`config.mk`:
```
export PLATFORM = sky130hd
export DESIGN_NAME = dsp_ctrl
export DESIGN_NICKNAME = d
export VERILOG_FILES = /design/src/verilog/dsp_ctrl_pkg.sv /design/src/verilog/dsp_ctrl.sv /design/src/verilog/ctrl_reg.sv /design/src/verilog/load_decode.sv /design/src/verilog/route_decode.sv /design/src/verilog/ctrl_seq.sv
export VERILOG_INCLUDE_DIRS = /design/src /design/src/verilog
export SDC_FILE = /design/constraint.sdc
export NUM_CORES = 1
export LEC_CHECK = 0
export BUFFER_PORTS_ARGS = -buffer_cell sky130_fd_sc_hd__buf_2
export CORE_MARGIN = 5
export CORE_UTILIZATION = 50
export DETAILED_ROUTE_END_ITERATION = 16
export MAX_ROUTING_LAYER = met4
export PLACE_DENSITY = 0.8
export SLEW_MARGIN = 10
export SYNTH_ARGS = -nofsm -noshare
export SYNTH_HDL_FRONTEND = slang
export SYNTH_SLANG_ARGS = --single-unit
```
`constraint.sdc`:
```
create_clock -name clk -period 2.25 [get_ports clk]
set_input_delay 0.5625 -clock clk [delete_from_list [all_inputs] [get_ports clk]]
set_output_delay 0.5625 -clock clk [all_outputs]
set_load 0.05 [all_outputs]
```
`src/verilog/dsp_ctrl_config.svh`:
```
// Word and field widths for the DSP16 decode controller
// Opcode patterns of the T field, wildcards for casez use
`ifndef DSP_CTRL_CONFIG_SVH
`define DSP_CTRL_CONFIG_SVH

`define DSP_WORD_W 16
`define DSP_T_W 5
`define DSP_R_W 3
`define DSP_A_W 2

`define OP_GOTO_JA    5'b0000?
`define OP_CALL_JA    5'b1000?
`define OP_GOTO_B     5'b11000
`define OP_SHORT_IMM  5'b0001?
`define OP_AT_R       5'b01000
`define OP_R_ACC0     5'b01001
`define OP_R_ACC1     5'b01011
`define OP_R_IMM      5'b01010
`define OP_R_Y        5'b01111
`define OP_Y_R        5'b01100
`define OP_F1_Y       5'b00110
`define OP_F1_ATY     5'b00111
`define OP_IF_CON_F2  5'b10011
`define OP_F1_XY      5'b10110
`define OP_F1_YSTORE  5'b10100
`define OP_F1_YK      5'b10111
`define OP_F1_A0L     5'b11100
`define OP_F1_A1L     5'b00100
`define OP_IF_CON     5'b11010

`endif
```
`src/verilog/dsp_ctrl_pkg.sv`:
```
// Control group structs, Y post-modify encoding and its decode function

`include "dsp_ctrl_config.svh"

package dsp_ctrl_pkg;

    // Y pointer increment select
    typedef enum logic [1:0] {
        INC_M1   = 2'd0,
        INC_NONE = 2'd1,
        INC_P1   = 2'd2
    } inc_sel_e;

    typedef struct packed {
        logic     post_load; // Update pointer after access
        inc_sel_e inc_sel;
        logic     step_sel;  // Use the j step
        logic     ksel;
    } ymod_t;

    // Sequencing outputs towards the ROM address unit
    typedef struct packed {
        logic goto_ja;
        logic goto_b;
        logic call_ja;
        logic pc_halt;
        logic fault;
    } seq_ctl_t;

    typedef struct packed {
        logic [`DSP_T_W-1:0] t_field;
        logic [`DSP_R_W-1:0] r_field;
        logic [2:0]          rsel;     // Register mux source
        logic [`DSP_A_W-1:0] a_field;
        logic [1:0]          y_field;
        logic [4:0]          c_field;
        logic [11:0]         i_field;
        logic [8:0]          short_imm;
        logic [5:0]          dau_op;
        logic                acc_sel;
        logic                st_a0h;
        logic                st_a1h;
        logic                ram_we;
        ymod_t               ymod;
    } route_ctl_t;

    typedef struct packed {
        logic short_load;
        logic long_load;
        logic acc_load;
        logic ram_load;
        logic xaau_imm_load;
        logic xaau_acc_load;
        logic xaau_ram_load;
        logic dau_imm_load;
        logic dau_acc_load;
        logic dau_ram_load;
        logic dau_rmux_load;
        logic dau_dec_en;
        logic dau_special;
    } load_ctl_t;

    // Low two word bits select *rN, *rN++, *rN-- or *rN++j
    function automatic ymod_t ymod_decode(input logic [1:0] mode);
        ymod_t m;
        m.post_load = 1'b1;
        m.step_sel  = 1'b0;
        m.ksel      = 1'b0;
        case (mode)
            2'd0:    m.inc_sel = INC_NONE;
            2'd1:    m.inc_sel = INC_P1;
            2'd2:    m.inc_sel = INC_M1;
            default: begin
                m.inc_sel  = INC_M1; // Ignored, step comes from j
                m.step_sel = 1'b1;
            end
        endcase
        return m;
    endfunction

endpackage

```
`src/verilog/dsp_ctrl.sv`:
```
// Decode and sequencing controller top: sequencer, two decoders
// and the registered control groups
`timescale 1ns/10ps

`include "dsp_ctrl_config.svh"

module dsp_ctrl (
    input  logic                     clk,
    input  logic                     rst,
    input  logic                     instr_en,
    input  logic [`DSP_WORD_W-1:0]   instr,
    input  logic                     con_result,
    output dsp_ctrl_pkg::seq_ctl_t   seq,
    output dsp_ctrl_pkg::route_ctl_t route,
    output dsp_ctrl_pkg::load_ctl_t  load,
    output logic                     no_int
);

    logic                     live;
    dsp_ctrl_pkg::seq_ctl_t   seq_next;
    dsp_ctrl_pkg::route_ctl_t route_next;
    dsp_ctrl_pkg::load_ctl_t  load_next;

    ctrl_seq u_seq (
        .clk        (clk),
        .rst        (rst),
        .instr_en   (instr_en),
        .instr      (instr),
        .con_result (con_result),
        .live       (live),
        .no_int     (no_int),
        .seq_next   (seq_next)
    );

    route_decode u_route (
        .instr      (instr),
        .route_next (route_next)
    );

    load_decode u_load (
        .instr      (instr),
        .load_next  (load_next)
    );

    // Sequencer already zeroes its group on a skip and keeps fault
    ctrl_reg #(.payload_t(dsp_ctrl_pkg::seq_ctl_t)) u_seq_reg (
        .clk  (clk),
        .rst  (rst),
        .en   (instr_en),
        .live (1'b1),
        .d    (seq_next),
        .q    (seq)
    );

    ctrl_reg #(.payload_t(dsp_ctrl_pkg::route_ctl_t)) u_route_reg (
        .clk  (clk),
        .rst  (rst),
        .en   (instr_en),
        .live (live),
        .d    (route_next),
        .q    (route)
    );

    ctrl_reg #(.payload_t(dsp_ctrl_pkg::load_ctl_t)) u_load_reg (
        .clk  (clk),
        .rst  (rst),
        .en   (instr_en),
        .live (live),
        .d    (load_next),
        .q    (load)
    );

endmodule

```
`src/verilog/ctrl_reg.sv`:
```
// Strobed output register for one decoded control group
`timescale 1ns/10ps

module ctrl_reg #(
    parameter type payload_t = logic
) (
    input  logic     clk,
    input  logic     rst,
    input  logic     en,
    input  logic     live,
    input  payload_t d,
    output payload_t q
);

    always_ff @(posedge clk or posedge rst) begin
        if (rst) begin
            q <= '0;
        end else if (en) begin
            if (live)
                q <= d;
            else
                q <= '0; // Skipped or illegal word
        end
    end

endmodule

```
`src/verilog/load_decode.sv`:
```
// Destination load strobes and arithmetic unit decode strobes
`timescale 1ns/10ps

`include "dsp_ctrl_config.svh"

module load_decode (
    input  logic [`DSP_WORD_W-1:0]  instr,
    output dsp_ctrl_pkg::load_ctl_t load_next
);

    dsp_ctrl_pkg::load_ctl_t l;
    logic [2:0] dst;  // Destination unit of R=imm and R=Y
    logic [1:0] adst; // Destination unit of R=aN

    assign dst  = instr[9:7];
    assign adst = instr[8:7];

    always_comb begin
        l = '0;
        casez (instr[15:11])
            `OP_SHORT_IMM: l.short_load = 1'b1;
            `OP_AT_R:      l.dau_rmux_load = 1'b1;
            `OP_R_ACC0, `OP_R_ACC1: begin
                l.acc_load      = (adst == 2'b00); // RAM address unit
                l.xaau_acc_load = (adst == 2'b01); // ROM address unit
                l.dau_acc_load  = (adst == 2'b10);
            end
            `OP_R_IMM: begin
                l.long_load     = (dst == 3'b000);
                l.xaau_imm_load = (dst == 3'b001);
                l.dau_imm_load  = (dst == 3'b010);
            end
            `OP_R_Y: begin
                l.ram_load      = (dst == 3'b000);
                l.xaau_ram_load = (dst == 3'b001);
                l.dau_ram_load  = (dst == 3'b010);
            end
            `OP_F1_Y, `OP_F1_ATY, `OP_F1_YSTORE, `OP_F1_A0L, `OP_F1_A1L:
                l.dau_dec_en = 1'b1;
            `OP_F1_XY, `OP_F1_YK: begin
                l.dau_dec_en   = 1'b1;
                l.dau_ram_load = 1'b1; // x or y from RAM
            end
            `OP_IF_CON_F2: begin
                l.dau_dec_en  = 1'b1;
                l.dau_special = 1'b1;
            end
            default: ;
        endcase
    end

    assign load_next = l;

endmodule

```
`src/verilog/route_decode.sv`:
```
// Operand routing decode: register, accumulator, RAM write
// and Y post-modify fields of the program word
`timescale 1ns/10ps

`include "dsp_ctrl_config.svh"

module route_decode (
    input  logic [`DSP_WORD_W-1:0]   instr,
    output dsp_ctrl_pkg::route_ctl_t route_next
);

    dsp_ctrl_pkg::route_ctl_t r;
    logic [`DSP_R_W-1:0]      y_reg; // y or yl

    assign y_reg = instr[4] ? 3'd1 : 3'd2;

    always_comb begin
        r           = '0;
        // Fixed fields straight from the word
        r.t_field   = instr[15:11];
        r.i_field   = instr[11:0];
        r.c_field   = instr[4:0];
        r.y_field   = instr[3:2];
        r.dau_op    = instr[10:5];
        r.short_imm = instr[8:0];

        casez (instr[15:11])
            `OP_SHORT_IMM: r.r_field = instr[11:9] ^ 3'b100; // j, k, rb, re
            `OP_AT_R: begin
                r.r_field = instr[6:4];
                r.rsel    = instr[8:6];
                r.st_a0h  = instr[10];
                r.st_a1h  = ~instr[10];
            end
            `OP_R_ACC0, `OP_R_ACC1: begin
                r.r_field = instr[6:4];
                r.a_field = {1'b1, instr[12]};
                r.acc_sel = 1'b1;
            end
            `OP_R_IMM: r.r_field = instr[6:4];
            `OP_R_Y, `OP_Y_R: begin
                r.r_field = instr[6:4];
                r.rsel    = instr[8:6];
                r.ram_we  = (instr[15:11] == 5'b01100); // Y=R stores
                r.ymod    = dsp_ctrl_pkg::ymod_decode(instr[1:0]);
            end
            `OP_F1_Y, `OP_F1_ATY: begin
                r.a_field = instr[10:9];
                if (instr[11]) begin  // aT=Y form writes the high half
                    r.st_a0h = instr[10];
                    r.st_a1h = ~instr[10];
                end
                r.ymod = dsp_ctrl_pkg::ymod_decode(instr[1:0]);
            end
            `OP_IF_CON_F2: r.a_field = instr[10:9];
            `OP_F1_XY: begin
                r.r_field = 3'd0; // x register
                r.ymod    = dsp_ctrl_pkg::ymod_decode(instr[1:0]);
            end
            `OP_F1_YSTORE: begin
                r.r_field = y_reg;
                r.rsel    = 3'b100;  // DAU
                r.ram_we  = 1'b1;
                r.ymod    = dsp_ctrl_pkg::ymod_decode(instr[1:0]);
            end
            `OP_F1_YK: begin
                r.r_field = y_reg;
                r.ymod    = dsp_ctrl_pkg::ymod_decode(instr[1:0]);
            end
            `OP_F1_A0L, `OP_F1_A1L: begin
                r.r_field = y_reg;
                r.rsel    = 3'b010;  // Accumulator path
                r.acc_sel = 1'b1;
                r.ram_we  = 1'b1;
                r.a_field = {instr[4], ~instr[15]};
                r.ymod    = dsp_ctrl_pkg::ymod_decode(instr[1:0]);
            end
            default: ; // Fixed fields only
        endcase
    end

    assign route_next = r;

endmodule

```
`src/verilog/ctrl_seq.sv`:
```
// Instruction sequencer: skip and condition flags, branch decode,
// pc halt, word length and illegal-opcode fault
`timescale 1ns/10ps

`include "dsp_ctrl_config.svh"

module ctrl_seq (
    input  logic                   clk,
    input  logic                   rst,
    input  logic                   instr_en,
    input  logic [`DSP_WORD_W-1:0] instr,
    input  logic                   con_result,
    output logic                   live,
    output logic                   no_int,
    output dsp_ctrl_pkg::seq_ctl_t seq_next
);

    logic skip_q;   // Next word is the second half of an instruction
    logic cond_q;   // Previous word was if CON
    logic con_ok;
    logic dbl;      // Two-word instruction
    logic illegal;
    logic set_cond;
    logic taken;
    dsp_ctrl_pkg::seq_ctl_t dec;

    assign con_ok = ~cond_q | con_result;
    assign no_int = ~skip_q;
    assign live   = ~skip_q & ~illegal;

    always_comb begin
        dec      = '0;
        dbl      = 1'b0;
        illegal  = 1'b0;
        set_cond = 1'b0;
        taken    = 1'b0;
        casez (instr[15:11])
            `OP_GOTO_JA: begin
                dec.goto_ja = con_ok;
                dec.pc_halt = ~con_ok;
                dbl         = 1'b1;
            end
            `OP_CALL_JA: begin
                dec.call_ja = con_ok;
                dec.pc_halt = ~con_ok;
                dbl         = 1'b1;
            end
            `OP_GOTO_B: begin
                taken       = con_ok | (instr[10:8] == 3'd1); // iret always taken
                dec.goto_b  = taken;
                dec.pc_halt = ~taken;
                dbl         = 1'b1;
            end
            `OP_R_IMM: dbl = 1'b1; // Immediate in next word
            `OP_AT_R, `OP_R_ACC0, `OP_R_ACC1, `OP_R_Y, `OP_Y_R,
            `OP_F1_YSTORE, `OP_F1_A0L, `OP_F1_A1L: begin
                dbl         = 1'b1;
                dec.pc_halt = 1'b1;
            end
            `OP_SHORT_IMM, `OP_F1_Y, `OP_F1_ATY, `OP_IF_CON_F2,
            `OP_F1_XY, `OP_F1_YK: ; // Single word, no sequencing effect
            `OP_IF_CON: begin
                if (!instr[10])
                    set_cond = 1'b1;
                else
                    illegal = 1'b1; // icall form
            end
            default: illegal = 1'b1;
        endcase
        dec.fault = illegal;
    end

    // Skipped word clears the whole group
    assign seq_next = skip_q ? '0 : dec;

    always_ff @(posedge clk or posedge rst) begin
        if (rst) begin
            skip_q <= 1'b0;
            cond_q <= 1'b0;
        end else if (instr_en) begin
            skip_q <= live & dbl;
            cond_q <= live & set_cond;
        end
    end

endmodule

```
==> summary.txt, run 1 <==
Pwr
  – Switching power: 976 µW
  – Static Leakage: 0.00166 µW
  – Switching share of total power: 41.0%
  – Ratio of total power to cell area: 729 mW/mm²
  – Internal power summed over all cells: 1400 µW
  – Combinational Power Share: 34.4%
  – Part of the power in registers: 43.6%
  – Clock power frac: 22.1%
  – VDD IR max: 375 µV

Logic synthesis
  – Fraction of post-synthesis cell area in the top cell type by area: 46.9%
  – Post-Synthesis Cells: 278
  – Most used flip-flop cell after synthesis: sky130_fd_sc_hd__dfrtp_1
  – Number of different library cells in the post-synthesis netlist: 46
  – Yosys warns: 0
  – Number of flops mapped to enable cells by yosys: 0
  – Net count after synthesis: 298
  – Register area share after synthesis: 46.9%
  – Largest cells by area after synthesis: sky130_fd_sc_hd__dfrtp_1 47%, sky130_fd_sc_hd__buf_4 6.5%, sky130_fd_sc_hd__a22o_1 6.0%
  – Fraction of synthesis flops using an asynchronous set or reset pin: 100%
  – Post-Syn Area: 0.00278 mm²
  – Number of storage elements in the synthesis netlist: 52
  – Cell taking the most area after synthesis: sky130_fd_sc_hd__dfrtp_1
  – Average cell area after synthesis: 9.98 µm²

Timing
  – Final TNS setup: 0 ns
  – Maximum achievable frequency: 531 MHz
  – Final worst-path cycle share: 83.8%
  – Minimum setup slack in the final design: 0.365 ns
  – Final hold violations: 0
  – Period minus WS final: 1.88 ns
  – Max-slew violation count: 0
  – Worst hold slack across all endpoints: 0.256 ns
  – Setup violators final: 0
  – Clock Skews: 0.00351 ns
  – Setup repair after global routing missed its margin: no

Setup path
  – Slowest CP cell: sky130_fd_sc_hd__o41ai_1
  – Crit start category: input pin
  – Sort of element at the end of the critical path: flop
  – Cell chain of the critical path: buf_2, and2_1, o221a_4, or3_1, buf_4, o41ai_1
  – Crit path DAT: 2.08 ns
  – Slowest stage delay, CP: 0.35 ns
  – Worst Setup Path Type: input pin to flop
  – Data required time at the worst endpoint: 2.45 ns
  – Worst reg-to-reg path cell count: 5
  – Max Fanout on Critical Path: 19

Hold path
  – Worst hold path type: input pin to asynchronous set/reset pin

Routing
  – Average routed wire per standard cell: 17.1 µm
  – DRC errors left: 0
  – Antenna viol nets, final: 0
  – Per-cell via count in the routed design: 5.78
  – Pre-Repair DR Iteration Count: 5
  – Via total after detailed routing: 2420
  – Detailed router's first-iteration violation count: 238
  – Total wirelength of the detailed-routed design: 7180 µm

Floorplan
  – Die Width: 84.5 µm
  – Starting Density: 51.0%
  – Boundary Pins: 95
  – Die span in y: 84.5 µm
  – Total core area: 0.00544 mm²
  – Std cell rows: 27
  – Die footprint: 0.00714 mm²

Global routing
  – Wire length of the first global-routing pass: 11800 µm
  – Maximum number of pins on one net before global-route repair: 33
  – Total congestion overflow: 0
  – Number of global-route vias before repair: 2290
  – Number of antenna violations at the first check in global routing: 0
  – Global routing usage summed across all routing layers: 21.1%

CTS
  – Resize count post-CTS: 0
  – Clock-pin slew of the registers on the worst-case setup and hold paths: 0.09 ns
  – Buffer levels on the longest clock path: 2
  – Hold bufs inserted after CTS: 0
  – Clock H-tree levels: 2
  – Post-CTS Setup Repair Bufs: 0
  – Root cell of the clock tree: sky130_fd_sc_hd__clkbuf_8
  – TritonCTS clock tree: built
  – Cts bufs inserted: 5
  – # clock sinks: 52
  – Clock latency on the worst-skew pair: 0.31 ns

Placed design
  – Number of buffers added on ports: 93
  – Post-DP HPWL: 5240 µm
  – Routability cong.: 0.928
  – DP Worst Slack: 0.0384 ns

Final layout
  – Number of diodes added for antenna fixing: 0
  – Synthesis-to-layout area growth: 17.7%
  – Leading cell types in the layout, fill and taps excluded: 93 x sky130_fd_sc_hd__buf_2, 52 x sky130_fd_sc_hd__dfrtp_1, 21 x sky130_fd_sc_hd__inv_1
  – Fraction of final layout cells sized beyond drive strength 1: 36.9%
  – Net count of the finished layout: 366
  – Leading cell type in the layout, fill and taps excluded: sky130_fd_sc_hd__buf_2

Run
  – Maximum capacitance violations: 0

Status
  – Outcome: complete, no violations
[through the flow]
stage          std cells  util (%)  total power, µW  cell area, µm²
2_1_floorplan        278         -             1740            2780
3_3_place_gp         411      58.4             1870            3180
3_5_place_dp         411      58.4             1880            3180
4_1_cts              419      60.0             2400            3270
5_1_grt              419      60.0             2490            3270
6_report             419      60.0             2380            3270
[flip-flops by register name, indices dropped and copies added (netlist names)]
name and flops:
u_route_reg.q 32, u_load_reg.q 13, u_seq_reg.q 5, u_seq.cond_q 1
u_seq.skip_q 1
[Yosys cell counts (2+ instances only)]
master	number
sky130_fd_sc_hd__inv_1	22
sky130_fd_sc_hd__buf_6	3
sky130_fd_sc_hd__nand3b_1	3
sky130_fd_sc_hd__or3_1	3
sky130_fd_sc_hd__nand2_1	20
sky130_fd_sc_hd__nand3_1	2
sky130_fd_sc_hd__o21ai_0	7
sky130_fd_sc_hd__buf_4	24
sky130_fd_sc_hd__xor2_1	2
sky130_fd_sc_hd__o32ai_1	7
sky130_fd_sc_hd__a22o_1	19
sky130_fd_sc_hd__o2bb2ai_1	9
sky130_fd_sc_hd__nor2_1	9
sky130_fd_sc_hd__o211ai_1	2
sky130_fd_sc_hd__nor2b_1	4
sky130_fd_sc_hd__a211oi_1	3
sky130_fd_sc_hd__nand4b_1	3
sky130_fd_sc_hd__a32o_1	6
sky130_fd_sc_hd__nor3_1	5
sky130_fd_sc_hd__nand2b_1	6
sky130_fd_sc_hd__clkbuf_1	14
sky130_fd_sc_hd__buf_1	3
sky130_fd_sc_hd__a21oi_1	11
sky130_fd_sc_hd__a31oi_1	3
sky130_fd_sc_hd__o22ai_1	2
sky130_fd_sc_hd__or2_2	3
sky130_fd_sc_hd__buf_2	4
sky130_fd_sc_hd__dfrtp_1	52
sky130_fd_sc_hd__a41o_1	2
sky130_fd_sc_hd__o32ai_2	3
sky130_fd_sc_hd__o41ai_1	7
[cells by family after synthesis]
group | synth area share (%)
buffers and inverters | 13.7
AO/OA/AOI/OAI | 26.1
flip-flops | 46.9
XOR/XNOR | 0.631
other | 0.135
AND/OR/NAND/NOR | 12.5
[path summary, 6_finish.rpt]
check	end	slack (ns)	startpoint
max	u_load_reg.q[8]$_DFFE_PP0P_	0.37	instr[11]
min	u_route_reg.q[12]$_DFFE_PP0P_	0.26	rst
max reg2reg	u_load_reg.q[8]$_DFFE_PP0P_	0.60	u_seq.skip_q$_DFFE_PP0P_
min reg2reg	u_load_reg.q[11]$_DFFE_PP0P_	0.50	u_load_reg.q[11]$_DFFE_PP0P_
max in group asynchronous	u_seq_reg.q[1]$_DFFE_PP0P_	1.47	rst
min in group clk	u_route_reg.q[17]$_DFFE_PP0P_	0.47	instr[2]
[power by group through the flow]
stage	sequential, µW	clock, µW	combinational, µW
floorplan	1260	0	480
global placement	1050	0	816
global route	1050	588	860
finish	1040	526	819
CTS	1040	542	821
detailed placement	1060	0	820
[layout make-up]
class	count	area, µm²
well taps	72	90.1
clock inverters	3	18.8
repair buffers	109	611
inverters	22	82.6
fillers	488	2170
flip-flops and latches	52	1300
clock buffers	5	68.8
multi-input cells	156	1090
[routing by layer]
layer	up-vias	part of all wire (%)	GRT usage, %
li1	1127	-	-
met2	119	45	30.0
met3	10	8.1	5.89
met5	-	0	-
met4	0	1.5	7.05
met1	1164	46	29.1
[critical path: cells and delay by family]
| family | cells | cell delay [ns] |
|---|---|---|
| AO/OA/AOI/OAI | 2 | 0.62 |
| buffers and inverters | 2 | 0.37 |
| AND/OR/NAND/NOR | 2 | 0.53 |
Power figures use the tool's default switching activity.
==> run 2, diff against run 1 <==
Clock period 2.25 ns to 1.9 ns, I/O delays scaled along.
==> run 2 against run 1 <==
Combinational power grew 22%. Via count grew 2.4%. Clock skew grew 0.0047 ns. Highest routed layer unchanged. Wire length grew 5.2%. Hold slack lost 0.079 ns. Sequential cell count is the same. Largest cell class unchanged. Non-clock buffer count grew 14. Clock power grew 21%. First-iteration DRC count shrank 1.3%. Final cell count grew 3.6%. Register-to-register slack lost 0.44 ns.
==> summary.txt, run 2 (same netlist as run 1, synthesis figures left out) <==
CTS
  – Buffer levels on the longest clock path: 2 (unchanged)
  – Root cell of the clock tree: sky130_fd_sc_hd__clkbuf_8
  – Clock H-tree levels: 2 (unchanged)
  – Cts bufs inserted: 5 (unchanged)
  – Clock latency on the worst-skew pair: 0.31 ns (about the same)
  – # clock sinks: 52 (unchanged)
  – Hold bufs inserted after CTS: 0 (unchanged)
  – Clock-pin slew of the registers on the worst-case setup and hold paths: 0.10 ns (about the same)
  – TritonCTS clock tree: built

Pwr
  – Clock power frac: 22.3% (+0.2 points)
  – Part of the power in registers: 42.8% (-0.8 points)
  – VDD IR max: 559 µV (+49%)
  – Internal power summed over all cells: 1690 µW (+20%)
  – Post-layout power: 2870 µW (+21%)
  – Ratio of total power to cell area: 846 mW/mm² (+16%)
  – Static Leakage: 0.00173 µW (+4.2%)
  – Switching power: 1180 µW (+21%)
  – Switching share of total power: 41.2% (+0.21 points)
  – Combinational Power Share: 34.9% (+0.5 points)

Final layout
  – Fraction of final layout cells sized beyond drive strength 1: 39.8% (+2.9 points)
  – Register with the most flip-flops: u_route_reg.q
  – Number of diodes added for antenna fixing: 0 (unchanged)
  – Top Registers: u_route_reg.q x32, u_load_reg.q x13, u_seq_reg.q x5
  – Synthesis-to-layout area growth: 22.3%
  – Leading cell types in the layout, fill and taps excluded: 93 x sky130_fd_sc_hd__buf_2, 52 x sky130_fd_sc_hd__dfrtp_1, 28 x sky130_fd_sc_hd__buf_4
  – Leading cell type in the layout, fill and taps excluded: sky130_fd_sc_hd__buf_2
  – Final design utilization: 62.4% (+2.3 points)
  – Flip-flop count of the largest register after layout: 32 (unchanged)
  – Net count of the finished layout: 381 (+4.1%)

Floorplan
  – Die footprint: 0.00714 mm² (unchanged)
  – Starting Density: 51.0% (unchanged)
  – Die Width: 84.5 µm (unchanged)
  – Boundary Pins: 95 (unchanged)
  – Total core area: 0.00544 mm² (unchanged)
  – Die span in y: 84.5 µm (unchanged)
  – Std cell rows: 27 (unchanged)

Timing
  – Minimum setup slack in the final design: 0.0726 ns (-0.293 ns)
  – Setup repair after global routing missed its margin: no
  – Slew HR: 45.3%
  – Period minus WS final: 1.83 ns
  – Maximum achievable frequency: 547 MHz
  – Final hold violations: 0 (unchanged)
  – Final worst-path cycle share: 96.2%
  – Setup violators final: 0 (unchanged)
  – Final TNS setup: 0 ns (unchanged)
  – Max-slew violation count: 0 (unchanged)
  – Slew at the pin closest to its max-slew limit: 0.816 ns
  – Clock Skews: 0.00818 ns (+0.00467 ns)
  – Worst hold slack across all endpoints: 0.176 ns (-0.0794 ns)

Routing
  – Average routed wire per standard cell: 17.4 µm (+1.6%)
  – Via total after detailed routing: 2479 (+2.4%)
  – Per-cell via count in the routed design: 5.71 (-1.1%)
  – DRC errors left: 0 (unchanged)
  – Pre-Repair DR Iteration Count: 4 (-1)
  – Total wirelength of the detailed-routed design: 7550 µm (+5.2%)
  – Detailed router's first-iteration violation count: 235 (-1.3%)
  – Antenna viol nets, final: 0 (unchanged)

Setup path
  – Worst reg-to-reg path cell count: 5 (unchanged)
  – Crit start category: input pin
  – Sort of element at the end of the critical path: flop
  – Data required time at the worst endpoint: 2.09 ns (-0.36 ns)
  – Max Fanout on Critical Path: 19 (unchanged)
  – Worst Setup Path Type: input pin to flop
  – Slowest CP cell: sky130_fd_sc_hd__or3_1
  – Slowest stage delay, CP: 0.42 ns (+0.07 ns)
  – Crit path DAT: 2.02 ns (-0.06 ns)
  – Cell chain of the critical path: buf_2, and2_1, o221a_4, or3_1, buf_12, o41ai_1

Global routing
  – Maximum number of pins on one net before global-route repair: 32 (-3.0%)
  – Global routing usage summed across all routing layers: 22.0% (+0.88 points)
  – Number of global-route vias before repair: 2426 (+5.9%)
  – Number of antenna violations at the first check in global routing: 0 (unchanged)
  – Wire length of the first global-routing pass: 12300 µm (+4.8%)
  – Total congestion overflow: 0 (unchanged)

Placed design
  – Number of buffers added on ports: 93 (unchanged)
  – Routability cong.: 0.927 (about the same)
  – Post-DP HPWL: 5480 µm (+4.7%)
  – DP Worst Slack: -0.311 ns (-0.349 ns)

Status
  – Outcome: complete, no violations

Run
  – Maximum capacitance violations: 0 (unchanged)

Hold path
  – Worst hold path type: input pin to asynchronous set/reset pin
[run 2: cell count changes in the layout (fill, tap and decap cells not counted)]
cell / delta
sky130_fd_sc_hd__nor3_4: +1
sky130_fd_sc_hd__buf_4: +14
sky130_fd_sc_hd__o21ai_2: +1
sky130_fd_sc_hd__o21ai_0: -1
sky130_fd_sc_hd__clkinv_2: -1
sky130_fd_sc_hd__clkinv_4: -1
sky130_fd_sc_hd__inv_6: +1
sky130_fd_sc_hd__clkinvlp_4: +1
[run 2: worst max-delay path, delay by kind of cell]
family / cells / cell delay, ns
AO/OA/AOI/OAI: 2 / 0.64
AND/OR/NAND/NOR: 2 / 0.60
buffers and inverters: 2 / 0.30
[run 2: path summary, 6_finish.rpt]
kind / start / endpoint / slack, ns
worst min register to register: u_load_reg.q[6]$_DFFE_PP0P_ / u_load_reg.q[6]$_DFFE_PP0P_ / 0.49
max in group asynchronous: rst / u_route_reg.q[50]$_DFFE_PP0P_ / 1.18
worst max-delay path: instr[11] / u_route_reg.q[1]$_DFFE_PP0P_ / 0.07
min in group clk: instr[2] / u_route_reg.q[17]$_DFFE_PP0P_ / 0.38
worst min-delay path: rst / u_load_reg.q[10]$_DFFE_PP0P_ / 0.18
worst max register to register: u_seq.skip_q$_DFFE_PP0P_ / u_route_reg.q[1]$_DFFE_PP0P_ / 0.16
[run 2: through the flow]
stage               cells  instance area (µm²)
global route          434                 3390
floorplan             278                 2790
CTS                   433                 3380
detailed placement    425                 3290
finish                434                 3390
global placement      425                 3290
[run 2: cell type report]
| type | instances | area [µm²] |
|---|---|---|
| inverters | 22 | 82.6 |
| multi-input cells | 157 | 1110 |
| fillers | 458 | 2050 |
| well taps | 72 | 90.1 |
| clock buffers | 5 | 68.8 |
| repair buffers | 123 | 716 |
| flip-flops and latches | 52 | 1300 |
| clock inverters | 3 | 21.3 |
[run 2: power by group through the flow]
stage | combinational (µW) | clock, µW | sequential [µW]
final | 1000 | 639 | 1230
after global routing | 1050 | 715 | 1240
after CTS | 997 | 655 | 1230
after detailed placement | 996 | 0 | 1250
after global placement | 986 | 0 | 1250
after floorplan | 570 | 0 | 1490
[run 2: routing by layer]
layer	routed length (µm)	part of all wire (%)	track usage, %	vias up
met4	118	1.6	7.34	0
met2	3480	46	31.9	120
li1	-	-	-	1160
met3	685	9.1	5.10	11
met1	3270	43	30.4	1188
met5	0	0	-	-
[run 2: timing repair]
| action | CTS | global route |
|---|---|---|
| resized for setup | 0 | 2 |
| setup endpoints to repair | 0 | 27 |
| setup buffers | 0 | 0 |
==> run 3, diff against run 2 <==
Settings changed: CORE_MARGIN 5 to 4.
Clock period 1.9 ns to 2 ns, I/O delays scaled along.
==> run 3 against run 2 <==
Worst setup slack better by 0.028 ns. Utilization is 2.2 points higher. Total power is 4.6% lower. Via count is 2.1% lower. Critical path depth is 1 higher.
==> summary.txt, run 3 (same netlist as run 1, synthesis figures left out) <==
Final layout
  – Register with the most flip-flops: u_route_reg.q
  – Net count of the finished layout: 382 (+0.26%)
  – Top Registers: u_route_reg.q x32, u_load_reg.q x13, u_seq_reg.q x5
  – Leading cell type in the layout, fill and taps excluded: sky130_fd_sc_hd__buf_2
  – Final design utilization: 64.6% (+2.2 points)
  – Total area of multi-input combinational cells: 0.00110 mm² (-1.2%)
  – Leading cell types in the layout, fill and taps excluded: 93 x sky130_fd_sc_hd__buf_2, 52 x sky130_fd_sc_hd__dfrtp_1, 31 x sky130_fd_sc_hd__buf_4
  – Fraction of final layout cells sized beyond drive strength 1: 39.7% (-0.11 points)
  – Filler cells: 445 (-2.8%)
  – Storage element area: 0.00130 mm² (unchanged)
  – Flip-flop count of the largest register after layout: 32 (unchanged)
  – Number of diodes added for antenna fixing: 0 (unchanged)
  – Synthesis-to-layout area growth: 22.0%

Timing
  – Final hold violations: 0 (unchanged)
  – Minimum setup slack in the final design: 0.100 ns (+0.0276 ns)
  – Final worst-path cycle share: 95.0%
  – Slew at the pin closest to its max-slew limit: 0.925 ns (+0.109 ns)
  – Maximum achievable frequency: 526 MHz
  – Setup violators final: 0 (unchanged)
  – Slew HR: 38.2% (-7.1 points)
  – Clock Skews: 0.00970 ns (+0.00152 ns)
  – Max-slew violation count: 0 (unchanged)
  – Period minus WS final: 1.90 ns
  – Setup repair after global routing missed its margin: no
  – Worst hold slack across all endpoints: 0.208 ns (+0.0315 ns)

Floorplan
  – Die span in y: 82.5 µm (-2.4%)
  – Die Width: 82.5 µm (-2.4%)
  – Std cell rows: 26 (-3.7%)
  – Die footprint: 0.00681 mm² (-4.7%)
  – Boundary Pins: 95 (unchanged)
  – Total core area: 0.00524 mm² (-3.7%)
  – Starting Density: 53.0% (+2.0 points)

Placed design
  – DP Worst Slack: -0.244 ns (+0.0662 ns)
  – Number of buffers added on ports: 93 (unchanged)
  – Post-DP HPWL: 5250 µm (-4.2%)
  – Routability cong.: 0.905 (-2.4%)

Routing
  – DRC errors left: 0 (unchanged)
  – Average routed wire per standard cell: 16.6 µm (-4.4%)
  – Total wirelength of the detailed-routed design: 7200 µm (-4.7%)
  – Per-cell via count in the routed design: 5.60 (-1.9%)
  – Detailed router's first-iteration violation count: 243 (+3.4%)
  – Pre-Repair DR Iteration Count: 4 (unchanged)
  – Antenna viol nets, final: 0 (unchanged)
  – Via total after detailed routing: 2426 (-2.1%)

CTS
  – TritonCTS clock tree: built
  – Resize count post-CTS: 0 (unchanged)
  – Clock H-tree levels: 2 (unchanged)
  – Clock latency on the worst-skew pair: 0.32 ns (about the same)
  – # clock sinks: 52 (unchanged)
  – Post-CTS Setup Repair Bufs: 0 (unchanged)
  – Cts bufs inserted: 5 (unchanged)
  – Hold bufs inserted after CTS: 0 (unchanged)
  – Clock-pin slew of the registers on the worst-case setup and hold paths: 0.11 ns (about the same)
  – Buffer levels on the longest clock path: 2 (unchanged)
  – Root cell of the clock tree: sky130_fd_sc_hd__clkbuf_8

Setup path
  – Crit path top cell by count: sky130_fd_sc_hd__buf_4
  – Slowest CP cell: sky130_fd_sc_hd__nor3_4
  – Crit start category: input pin
  – Endpoint of the most critical register-to-register path: u_route_reg.q[50]$_DFFE_PP0P_
  – Crit path DAT: 2.14 ns (+0.12 ns)
  – Cell chain of the critical path: buf_2, buf_4, nand3b_1, o21ai_0, buf_4, nor3_4, a32o_1
  – Worst reg2reg startpoint: u_seq.skip_q$_DFFE_PP0P_
  – Worst Setup Path Type: input pin to flop
  – Max Fanout on Critical Path: 26 (+7)
  – Slowest stage delay, CP: 0.70 ns (+0.28 ns)
  – Setup slack, reg-to-reg: 0.22 ns (+0.06 ns)
  – Sort of element at the end of the critical path: flop
  – Data required time at the worst endpoint: 2.24 ns (+0.15 ns)
  – Worst reg-to-reg path cell count: 4 (-1)

Global routing
  – Number of global-route vias before repair: 2397 (-1.2%)
  – Global routing usage summed across all routing layers: 23.0% (+1.0 points)
  – Wire length of the first global-routing pass: 11700 µm (-5.5%)
  – Maximum number of pins on one net before global-route repair: 53 (+66%)
  – Number of antenna violations at the first check in global routing: 0 (unchanged)
  – Total congestion overflow: 0 (unchanged)

Status
  – Outcome: complete, no violations

Pwr
  – VDD IR max: 444 µV (-21%)
  – Ratio of total power to cell area: 809 mW/mm² (-4.4%)
  – Post-layout power: 2740 µW (-4.6%)
  – Static Leakage: 0.00174 µW (+0.27%)

Run
  – Maximum capacitance violations: 0 (unchanged)

Hold path
  – Worst hold path type: input pin to asynchronous set/reset pin
[run 3: changes by cell type in the layout (fill, tap and decap cells not counted), sizes merged]
cell	before	now
nor3	7	6
clkinv	1	2
clkinvlp	1	0
buf	123	125
[run 3: report_power, final]
group          internal, µW  leakage (µW)  switching, µW
logic                   233      0.000988            709
registers              1120      0.000702           46.1
clock network           256     0.0000487            375
[run 3: stage by stage]
step | cell area, µm² | TNS (ns) | instances
after floorplan | 2780 | 0 | 278
after detailed placement | 3290 | -6.22 | 425
after CTS | 3380 | 0 | 433
after global placement | 3290 | -3.66 | 425
final | 3380 | 0 | 433
after global routing | 3380 | 0 | 433
[run 3: how the worst max path moves through the flow]
stage | cells after the start | to | start
after floorplan | 7 | u_load_reg.q[5]$_DFFE_PP0P_ | instr[10]
after global placement | 5 | u_route_reg.q[3]$_DFFE_PP0P_ | instr[11]
after detailed placement | 7 | u_load_reg.q[0]$_DFFE_PP0P_ | instr[11]
after CTS | 7 | u_route_reg.q[50]$_DFFE_PP0P_ | instr[11]
after global routing | 7 | u_route_reg.q[50]$_DFFE_PP0P_ | instr[11]
final | 7 | u_route_reg.q[50]$_DFFE_PP0P_ | instr[11]
[run 3: final cells by class]
cell class | instances | share of cell area [%]
tap | 70 | 2.59
clock inverter | 3 | 0.776
timing repair buffer | 125 | 21.2
multi-input combinational | 156 | 32.5
inverter | 22 | 2.44
clock buffer | 5 | 2.03
sequential | 52 | 38.4
[run 3: critical path, delay by kind of cell]
family | cells | cell delay, ns
simple gates | 2 | 0.79
buf+inv | 3 | 0.46
compound gates | 2 | 0.40
[run 3: metal layers]
layer / global-route usage [%] / share of wire, %
met5: - / 0
met4: 8.01 / 0.93
met3: 4.77 / 7.7
met2: 34.5 / 46
met1: 31.1 / 46
